$ cat src/hw/pkt_classifier_pkg.sv
package pkt_classifier_pkg;

   // Stream identifier width, 64 interleaved streams
   localparam int STREAM_W = 6;

   // Number of streams follows from the identifier width
   localparam int NUM_STREAMS = 1 << STREAM_W;

   // Category index 0 is NNTP, index 1 is SMTP
   localparam int NUM_CAT = 2;

   // Matcher state is the count of keyword characters matched so far
   // Four bits cover keywords up to 15 characters
   localparam int DFA_STATE_W = 4;

   // Per-category fired-packet counter width
   localparam int COUNT_W = 16;

   // One input cycle on the packet side
   // All strobes are single cycle, there is no back-pressure
   typedef struct packed {
      // Packet start, stream_id is meaningful here
      logic                sop;
      // Packet end
      logic                eop;
      // Byte strobe
      logic                char_vld;
      // Payload byte
      logic [7:0]          char_in;
      // Stream of the packet that starts on this cycle
      logic [STREAM_W-1:0] stream_id;
   } pkt_beat_t;

   // One configuration write into the stream enable table
   // Only legal between eop and the next sop
   typedef struct packed {
      // Write strobe
      logic                we;
      // Stream whose entry is rewritten
      logic [STREAM_W-1:0] stream;
      // One enable bit per category
      logic [NUM_CAT-1:0]  enable;
   } cfg_wr_t;

endpackage

$ cat src/hw/keyword_dfa.sv
`timescale 1ns/1ps

module keyword_dfa #(
   // Number of characters in the keyword
   parameter int                      KEYWORD_LEN = 7,
   // Keyword text, first character in the top byte
   parameter logic [8*KEYWORD_LEN-1:0] KEYWORD    = "ARTICLE"
) (
   input  logic                                      clk,
   input  logic                                      rst_n,
   input  logic [7:0]                                char_in,
   input  logic                                      char_vld,
   input  logic [pkt_classifier_pkg::DFA_STATE_W-1:0] state_in,
   input  logic                                      state_in_vld,
   output logic [pkt_classifier_pkg::DFA_STATE_W-1:0] state_out,
   output logic                                      accept
);

   typedef logic [pkt_classifier_pkg::DFA_STATE_W-1:0] dfa_state_t;

   // State value of the last keyword character
   localparam dfa_state_t LAST_IDX = dfa_state_t'(KEYWORD_LEN - 1);

   // Matched length so far
   dfa_state_t state;

   // Next character expected
   logic [7:0] next_char;
   // First character, used to restart on a mismatch
   logic [7:0] first_char;

   // Pick keyword character number idx, counted from the start
   function automatic logic [7:0] kw_char(input dfa_state_t idx);
      logic [8*KEYWORD_LEN-1:0] shifted;
      shifted = KEYWORD >> (8 * (KEYWORD_LEN - 1 - int'(idx)));
      return shifted[7:0];
   endfunction

   assign next_char  = kw_char(state);
   assign first_char = kw_char('0);

   // Saved state goes back out for the per-stream memory
   assign state_out = state;

   always_ff @(posedge clk)
   begin
      if (!rst_n)
      begin
         state  <= '0;
         accept <= 1'b0;
      end
      else
      begin
         // Accept lasts a single cycle
         accept <= 1'b0;

         // Restore from outside wins, no byte arrives in that cycle anyway
         if (state_in_vld)
         begin
            state <= state_in;
         end
         else if (char_vld)
         begin
            if (char_in == next_char)
            begin
               // Full keyword seen, pulse and start over
               if (state == LAST_IDX)
               begin
                  state  <= '0;
                  accept <= 1'b1;
               end
               else
               begin
                  state <= state + dfa_state_t'(1);
               end
            end
            // Mismatch, the byte may still open a new match
            // Exact because keywords do not overlap themselves
            else if (char_in == first_char)
            begin
               state <= dfa_state_t'(1);
            end
            else
            begin
               state <= '0;
            end
         end
      end
   end

endmodule

$ cat src/hw/category_tracker.sv
`timescale 1ns/1ps

module category_tracker #(
   // Number of streams with saved matcher state
   parameter int                      STREAMS     = 64,
   // Keyword of this category
   parameter int                      KEYWORD_LEN = 7,
   parameter logic [8*KEYWORD_LEN-1:0] KEYWORD    = "ARTICLE"
) (
   input  logic                                   clk,
   input  logic                                   rst_n,
   input  logic                                   load_state,
   input  logic                                   new_stream,
   input  logic [pkt_classifier_pkg::STREAM_W-1:0] cur_stream,
   input  logic                                   enable,
   input  pkt_classifier_pkg::pkt_beat_t          beat,
   output logic [pkt_classifier_pkg::COUNT_W-1:0]  count,
   output logic                                   fired
);

   typedef logic [pkt_classifier_pkg::DFA_STATE_W-1:0] dfa_state_t;
   typedef logic [pkt_classifier_pkg::COUNT_W-1:0]     count_t;

   // Saved matched length per stream
   dfa_state_t state_mem [STREAMS];

   // Restore path into the matcher
   dfa_state_t state_in;
   logic       state_in_vld;

   // Matcher outputs
   dfa_state_t state_out;
   logic       accept;

   // Set by any match in the current packet
   logic       spec_match;

   assign fired = spec_match;

   keyword_dfa #(
      .KEYWORD_LEN (KEYWORD_LEN),
      .KEYWORD     (KEYWORD)
   ) dfa0 (
      .clk          (clk),
      .rst_n        (rst_n),
      .char_in      (beat.char_in),
      .char_vld     (beat.char_vld),
      .state_in     (state_in),
      .state_in_vld (state_in_vld),
      .state_out    (state_out),
      .accept       (accept)
   );

   // Match flag and fired-packet count
   always_ff @(posedge clk)
   begin
      if (!rst_n)
      begin
         count      <= '0;
         spec_match <= 1'b0;
      end
      else
      begin
         // New packet starts with a clean flag
         if (load_state)
         begin
            spec_match <= 1'b0;
         end

         if (accept)
         begin
            spec_match <= 1'b1;
         end

         // Close the packet
         if (beat.eop)
         begin
            if (enable)
            begin
               // Adds one at most, however many matches the packet had
               count <= count + count_t'(spec_match);
            end
            else
            begin
               // Category is off for this stream, drop the result
               spec_match <= 1'b0;
            end
         end
      end
   end

   // Per-stream state memory
   // A stream seen for the first time gets a zero entry,
   // so a later packet with the category off still restores zero
   always_ff @(posedge clk)
   begin
      if (load_state && new_stream)
      begin
         state_mem[cur_stream] <= '0;
      end
      else if (beat.eop && enable)
      begin
         state_mem[cur_stream] <= state_out;
      end
   end

   // Present the restore value one cycle after load_state
   always_ff @(posedge clk)
   begin
      if (!rst_n)
      begin
         state_in_vld <= 1'b0;
      end
      else
      begin
         state_in_vld <= load_state;
      end
   end

   // Zero for a fresh stream, otherwise the saved entry
   always_ff @(posedge clk)
   begin
      if (load_state)
      begin
         state_in <= new_stream ? dfa_state_t'(0) : state_mem[cur_stream];
      end
   end

endmodule

$ cat src/hw/stream_table.sv
`timescale 1ns/1ps

module stream_table #(
   // Number of stream entries
   parameter int STREAMS = 64
) (
   input  logic                                   clk,
   input  logic                                   rst_n,
   input  pkt_classifier_pkg::pkt_beat_t          beat,
   input  pkt_classifier_pkg::cfg_wr_t            cfg,
   output logic                                   load_state,
   output logic                                   new_stream,
   output logic [pkt_classifier_pkg::STREAM_W-1:0] cur_stream,
   output logic [pkt_classifier_pkg::NUM_CAT-1:0]  cur_enable
);

   // Stream has carried a packet since reset or its last rewrite
   logic [STREAMS-1:0] seen;

   // Category enables per stream
   logic [STREAMS-1:0][pkt_classifier_pkg::NUM_CAT-1:0] mask;

   always_ff @(posedge clk)
   begin
      if (!rst_n)
      begin
         seen       <= '0;
         // Every category starts enabled on every stream
         mask       <= '1;
         load_state <= 1'b0;
         new_stream <= 1'b0;
         cur_stream <= '0;
         cur_enable <= '0;
      end
      else
      begin
         // Restore pulse follows sop by one cycle
         load_state <= beat.sop;

         // Rewrite of an entry
         // Clearing seen makes the next packet start both matchers from zero
         if (cfg.we)
         begin
            mask[cfg.stream] <= cfg.enable;
            seen[cfg.stream] <= 1'b0;
         end

         // Packet start, latch stream and its enables until the next sop
         if (beat.sop)
         begin
            cur_stream           <= beat.stream_id;
            cur_enable           <= mask[beat.stream_id];
            new_stream           <= !seen[beat.stream_id];
            seen[beat.stream_id] <= 1'b1;
         end
      end
   end

endmodule

$ cat src/hw/pkt_classifier_top.sv
`timescale 1ns/1ps

module pkt_classifier_top #(
   // Streams held in the tables
   parameter int               STREAMS      = pkt_classifier_pkg::NUM_STREAMS,
   // NNTP keyword, category 0
   parameter int               NNTP_LEN     = 7,
   parameter logic [8*NNTP_LEN-1:0] NNTP_KEYWORD = "ARTICLE",
   // SMTP keyword, category 1
   parameter int               SMTP_LEN     = 4,
   parameter logic [8*SMTP_LEN-1:0] SMTP_KEYWORD = "HELO"
) (
   input  logic                                  clk,
   input  logic                                  rst_n,
   input  pkt_classifier_pkg::pkt_beat_t         beat,
   input  pkt_classifier_pkg::cfg_wr_t           cfg,
   output logic [pkt_classifier_pkg::NUM_CAT-1:0][pkt_classifier_pkg::COUNT_W-1:0] count,
   output logic [pkt_classifier_pkg::NUM_CAT-1:0] fired
);

   // Packet context shared by both categories
   logic                                   load_state;
   logic                                   new_stream;
   logic [pkt_classifier_pkg::STREAM_W-1:0] cur_stream;
   logic [pkt_classifier_pkg::NUM_CAT-1:0]  cur_enable;

   stream_table #(
      .STREAMS (STREAMS)
   ) table0 (
      .clk        (clk),
      .rst_n      (rst_n),
      .beat       (beat),
      .cfg        (cfg),
      .load_state (load_state),
      .new_stream (new_stream),
      .cur_stream (cur_stream),
      .cur_enable (cur_enable)
   );

   // NNTP category
   category_tracker #(
      .STREAMS     (STREAMS),
      .KEYWORD_LEN (NNTP_LEN),
      .KEYWORD     (NNTP_KEYWORD)
   ) nntp0 (
      .clk        (clk),
      .rst_n      (rst_n),
      .load_state (load_state),
      .new_stream (new_stream),
      .cur_stream (cur_stream),
      .enable     (cur_enable[0]),
      .beat       (beat),
      .count      (count[0]),
      .fired      (fired[0])
   );

   // SMTP category
   category_tracker #(
      .STREAMS     (STREAMS),
      .KEYWORD_LEN (SMTP_LEN),
      .KEYWORD     (SMTP_KEYWORD)
   ) smtp0 (
      .clk        (clk),
      .rst_n      (rst_n),
      .load_state (load_state),
      .new_stream (new_stream),
      .cur_stream (cur_stream),
      .enable     (cur_enable[1]),
      .beat       (beat),
      .count      (count[1]),
      .fired      (fired[1])
   );

endmodule

$ cat config.mk
export PLATFORM = sky130hd
export DESIGN_NAME = pkt_classifier_top
export DESIGN_NICKNAME = d
export VERILOG_FILES = /design/src/hw/pkt_classifier_pkg.sv /design/src/hw/keyword_dfa.sv /design/src/hw/category_tracker.sv /design/src/hw/stream_table.sv /design/src/hw/pkt_classifier_top.sv
export SDC_FILE = /design/constraint.sdc
export NUM_CORES = 1
export LEC_CHECK = 0
export ABC_CLOCK_PERIOD_IN_PS = 5200
export BUFFER_PORTS_ARGS = -buffer_cell sky130_fd_sc_hd__buf_2
export CORE_ASPECT_RATIO = 1.2
export CORE_UTILIZATION = 55
export CTS_CLUSTER_SIZE = 30
export DETAILED_ROUTE_END_ITERATION = 16
export HOLD_SLACK_MARGIN = 0.03
export PLACE_DENSITY = 0.71
export SKIP_CTS_REPAIR_TIMING = 1
export SYNTH_ARGS = -nofsm -noshare
export SYNTH_HDL_FRONTEND = slang
export SYNTH_HIERARCHICAL = 1
export SYNTH_SLANG_ARGS = --single-unit
export TNS_END_PERCENT = 30
$ cat constraint.sdc
create_clock -name clk -period 5.2 [get_ports clk]
set_input_delay 0.26 -clock clk [delete_from_list [all_inputs] [get_ports clk]]
set_output_delay 0.26 -clock clk [all_outputs]
set_load 0.02 [all_outputs]
==> results.md <==
- The via count is approximately 22000.
- The global routing usage summed across all routing layers is 0.265.
- Yosys attributes the largest share of cell area to sky130_fd_sc_hd__edfxtp_1 46%, sky130_fd_sc_hd__dfxtp_1 15%, sky130_fd_sc_hd__mux2i_1 5.4%.
- Once layout is complete, the utilization of the core stands at 0.607.
- The TritonCTS clock tree is yes.
- The initial antenna violation count is 0.
- The worst-margin pin slew is approximately 1.3 ns.
- The synthesized instance count is between 2000 and 3000.
- The synthesized-area fraction occupied by ao, oa, aoi and oai cells is 0.0981.
- The number of non-filler instances in the completed layout is between 3000 and 4000.
- The proportion of layout cells with a drive suffix above 1 is 0.129.
- The number of synthesized register bits is 768.
- The CTS sink count is roughly 770.
- The type of element capturing the critical path is a flop.
- The slowest cell on the critical path is sky130_fd_sc_hd__nor2b_1.
- The biggest fanout along the worst timing path is 61.
- The worst slew slack as a fraction of its limit is 0.104.
- Counting tap cells, the placed design contains a total of between 3000 and 4000 instances.
- Max-cap violations in this run came to 0.
- The mux contribution to synthesized area is 0.102.
- TritonCTS created 73 clock buffers.
- The kind of cell with the highest combined delay along the critical path is simple AND/OR/NAND/NOR gates.
- The uppermost layer routed is met4.
- The first global-routing pass estimated around 130 mm of wire.
- Setup violations remaining at the end of the flow were counted as 0.
- The critical path buffer and inverter count is 0.
- The clock passes through at most 3 buffers.
- Clock latency on the worst-skew pair, taken at its later pin, is 0.62 ns.
- In this run the core area contains a little under 100 standard-cell rows.
- Synthesis produced a netlist with a net count of 2745.
- The count of unresolved DRC violations after routing is 0.
- The overall routed net length is 83.1 mm.
- Before antenna repair, the detailed router went through 5 iterations.
- The signal arrival time at the worst endpoint is 3.74 ns.
- For this design the top-level I/O count stands at 62.
- The area of the mapped netlist is around 34000 sq um.
- The maximum clock frequency is approximately 290 MHz.
- The fraction of the mapped netlist area in simple logic gates is 0.133.
- The number of pins exceeding their max-slew limit in the final report is 0.
- Setup repair after global routing left no endpoint under its margin.
- The initial utilization of the core area, before any placement, comes to 0.561.
- The wire length the detailed router placed on met1 is about 33 mm.
- The xor and xnor area share after synthesis is 0.00885.
- The detailed placement HPWL is between 50 and 60 mm.
- The area of the core is roughly 60000 sq um.
- Port buffering added 61 buffers.
- The congestion estimate from routability-driven global placement came to slightly above 0.9.
- The clock tree synthesis step divided the H-tree into 3 levels.
- For this block, the initial DRC count from the detailed router was about 2100.
- The biggest cell delay along the critical path is between 1 and 1.5 ns.
- STA classifies the critical path startpoint as a flop.
- The total power draw is 12.4 mW.
- 0 antenna diodes ended up in the layout.
- Entering global routing, the biggest net connects 130 pins.
- Of the post-synthesis cell area, the dominant cell type holds 0.464.
- The number of global-route vias before repair was 22432.
- The clock-pin slew reported for the worst setup and hold paths after clock tree synthesis is 0.06 ns.
- The leakage power is 13.2 nW.
- A synthesized cell averages ~12 sq um.
- Once detail routing completed, the nets flagged for antenna violations numbered 0.
- Dividing the final minimum period by the clock period gives 0.668.
- For this run, the register share of the synthesized area comes to 0.612.
- The hold violation count in the final report is 0.
- Measured along the x axis, the die boundary spans about 230 microns.
- The biggest area contributor in the post-synthesis netlist is sky130_fd_sc_hd__edfxtp_1.
- The areal power density over the cells is 340 nW/um^2.
- The area of the die is a little over 60000 sq um.
- The maximum VDD drop is about 0.00024 V.
- In the final design database the tool counted between 2000 and 3000 nets.
- For the final database, setup skew stands at between 0.02 and 0.025 ns.
- The data required time at the worst endpoint is 5.46 ns.
- The aggregate global routing overflow is 0.
- The filler cell count in the final layout is about 4600.
- The critical path is of the reg2reg type.
- Clock tree synthesis selected as its root buffer the cell sky130_fd_sc_hd__clkbuf_16.
- The sequential cell area in the final layout is just over 20000 sq um.
- Measured along the y axis, the die boundary spans around 270 microns.
- For this run, asynchronously set or reset flops after synthesis account for 0.
- The number of warning messages in the yosys log is 6.
- The average wire per cell in the routed design is between 20 and 25 microns.
- In the routed layout, each cell is associated on average with a via count of approximately 6.3.
- The area share of fa/ha/maj cells after synthesis is 0.00335.
- The number of different library cells used by synthesis comes to 95.
- The length of routed met2 wiring is approximately 41 mm.
- The post-route minimum period is around 3.5 ns.
- The setup total negative slack is 0 ns.
- After synthesis, the largest family of logic cells by area is simple AND/OR/NAND/NOR gates.
- The number of synthesized flops with an enable pin is between 500 and 600.
- The wire length on met3 is 5.91 mm.
- The run finished with clean final reports.
- The relative area change from synthesis to final layout is 8.10%.
- Traced cell by cell, the critical path runs through nor2b_1 -> nand2_1 -> nor2_1.
- The primary flip-flop cell chosen by synthesis mapping is sky130_fd_sc_hd__edfxtp_1.
- The tightest min-delay check is of the in2reg type.
- Summing all multi-input logic gate instances after layout gives 11600 sq um.
## worst register-to-register path: stages, from the launching register on
cell and delay, ns:
sky130_fd_sc_hd__dfxtp_4 0.81, sky130_fd_sc_hd__nor2b_1 1.02, sky130_fd_sc_hd__nand2_1 0.78, sky130_fd_sc_hd__nor2_1 0.52
## registers in the layout, indices dropped and copies added, names as in the netlist, 2 cells and up
| register | flops |
|---|---|
| nntp0/dfa0/state_out | 4 |
| table0/mask | 128 |
| table0/cur_stream | 6 |
| nntp0/state_mem | 256 |
| table0/cur_enable | 2 |
| smtp0/dfa0/state_out | 4 |
| smtp0/state_mem | 256 |
| table0/seen | 64 |
| nntp0/count | 16 |
| smtp0/count | 16 |
| smtp0/state_in | 4 |
| nntp0/state_in | 4 |
## layout make-up
class                           instances  area share
Clock buffer                          107      0.0565
Clock inverter                         22     0.00695
Inverter                               48     0.00495
Multi-Input combinational cell       1702       0.320
Sequential cell                       768       0.566
Tap cell                              800      0.0275
Timing Repair Buffer                  104      0.0178
## path summary, 6_finish.rpt
kind	startpoint	to	slack, ns	cells past startpoint
min reg2reg	table0/mask[56]	table0/mask[56]	0.47	2
max reg2reg	table0/cur_stream[1]	smtp0/state_mem[34][1]	1.73	3
min	beat[15]	nntp0/fired	0.06	4
max	table0/cur_stream[1]	smtp0/state_mem[34][1]	1.73	3
## cell families after synthesis
group           Yosys count
fa+ha+maj                 9
buf+inv                 238
compound gates          451
simple gates            935
xor+xnor                 34
mux                     273
flops                   768
## through the flow
stage | cell area [sq um] | hold WS, ns | setup WS [ns]
after floorplan | 33600 | 0.374 | 2.76
after global placement | 34100 | 0.434 | 1.94
after detailed placement | 34100 | 0.453 | 1.79
after CTS | 36400 | -0.0433 | 1.77
after global routing | 36400 | 0.0885 | 1.59
final | 36400 | 0.0587 | 1.73
## cell usage after synthesis, types with 9 or more instances
cell type                  instances
sky130_fd_sc_hd__inv_1            43
sky130_fd_sc_hd__o211ai_1         15
sky130_fd_sc_hd__buf_1            13
sky130_fd_sc_hd__nor3_1           37
sky130_fd_sc_hd__nor3b_1          14
sky130_fd_sc_hd__and2_1           39
sky130_fd_sc_hd__a41oi_1           9
sky130_fd_sc_hd__o22a_1           14
sky130_fd_sc_hd__buf_6            17
sky130_fd_sc_hd__nor2_1          270
sky130_fd_sc_hd__buf_4            18
sky130_fd_sc_hd__ha_1              9
sky130_fd_sc_hd__nand4_1          11
sky130_fd_sc_hd__xor2_1           10
sky130_fd_sc_hd__a221o_1           9
sky130_fd_sc_hd__dfxtp_1         248
sky130_fd_sc_hd__o21ai_0          57
sky130_fd_sc_hd__o22ai_1          15
sky130_fd_sc_hd__clkbuf_8         14
sky130_fd_sc_hd__a221oi_1         28
sky130_fd_sc_hd__and3b_1          16
sky130_fd_sc_hd__a32oi_1           9
sky130_fd_sc_hd__a21oi_1          65
sky130_fd_sc_hd__a22oi_1          87
sky130_fd_sc_hd__nand3_1         120
sky130_fd_sc_hd__xnor2_1          24
sky130_fd_sc_hd__edfxtp_1        520
sky130_fd_sc_hd__nand2b_2         12
sky130_fd_sc_hd__nand2_1         282
sky130_fd_sc_hd__clkbuf_1         71
sky130_fd_sc_hd__buf_2            43
sky130_fd_sc_hd__a211oi_1         23
sky130_fd_sc_hd__nor2b_1          25
sky130_fd_sc_hd__nand3b_1         10
sky130_fd_sc_hd__mux2_2           33
sky130_fd_sc_hd__and3_1           15
sky130_fd_sc_hd__nand2b_1         23
sky130_fd_sc_hd__mux4_2           48
sky130_fd_sc_hd__a31oi_1          11
sky130_fd_sc_hd__mux2i_1         183
sky130_fd_sc_hd__o32ai_1          39
## power by group
group          switching [mW]  leakage (nW)  total (mW)  internal (mW)
Sequential             0.0564          7.57        6.53           6.48
Combinational           0.431          4.52       0.644          0.213
Clock                    2.23          1.11        5.18           2.95
Total                    2.72          13.2        12.4           9.64
## layer usage
metal,track usage,up-vias
met4,0.118,0
li1,-,10096
met2,0.454,957
met5,0,-
met3,0.0348,188
met1,0.337,11196
## placed cells by master (no fill, tap or decap), drive strengths merged, types with 15 or more instances in the layout
cell / Yosys / layout
a211oi: 24 / 24
a21oi: 65 / 65
a221oi: 29 / 29
a22oi: 87 / 87
and2: 41 / 41
and3: 21 / 21
and3b: 20 / 20
buf: 101 / 103
clkbuf: 87 / 107
dfxtp: 248 / 248
edfxtp: 520 / 520
inv: 46 / 50
mux2: 40 / 40
mux2i: 183 / 183
mux4: 50 / 50
nand2: 282 / 282
nand2b: 35 / 35
nand3: 120 / 120
nor2: 271 / 271
nor2b: 25 / 25
nor3: 39 / 39
nor3b: 17 / 17
o211ai: 16 / 16
o21ai: 60 / 60
o22ai: 15 / 15
o32ai: 40 / 40
xnor2: 24 / 24
Note: power is estimated with default switching activity, not from simulation.
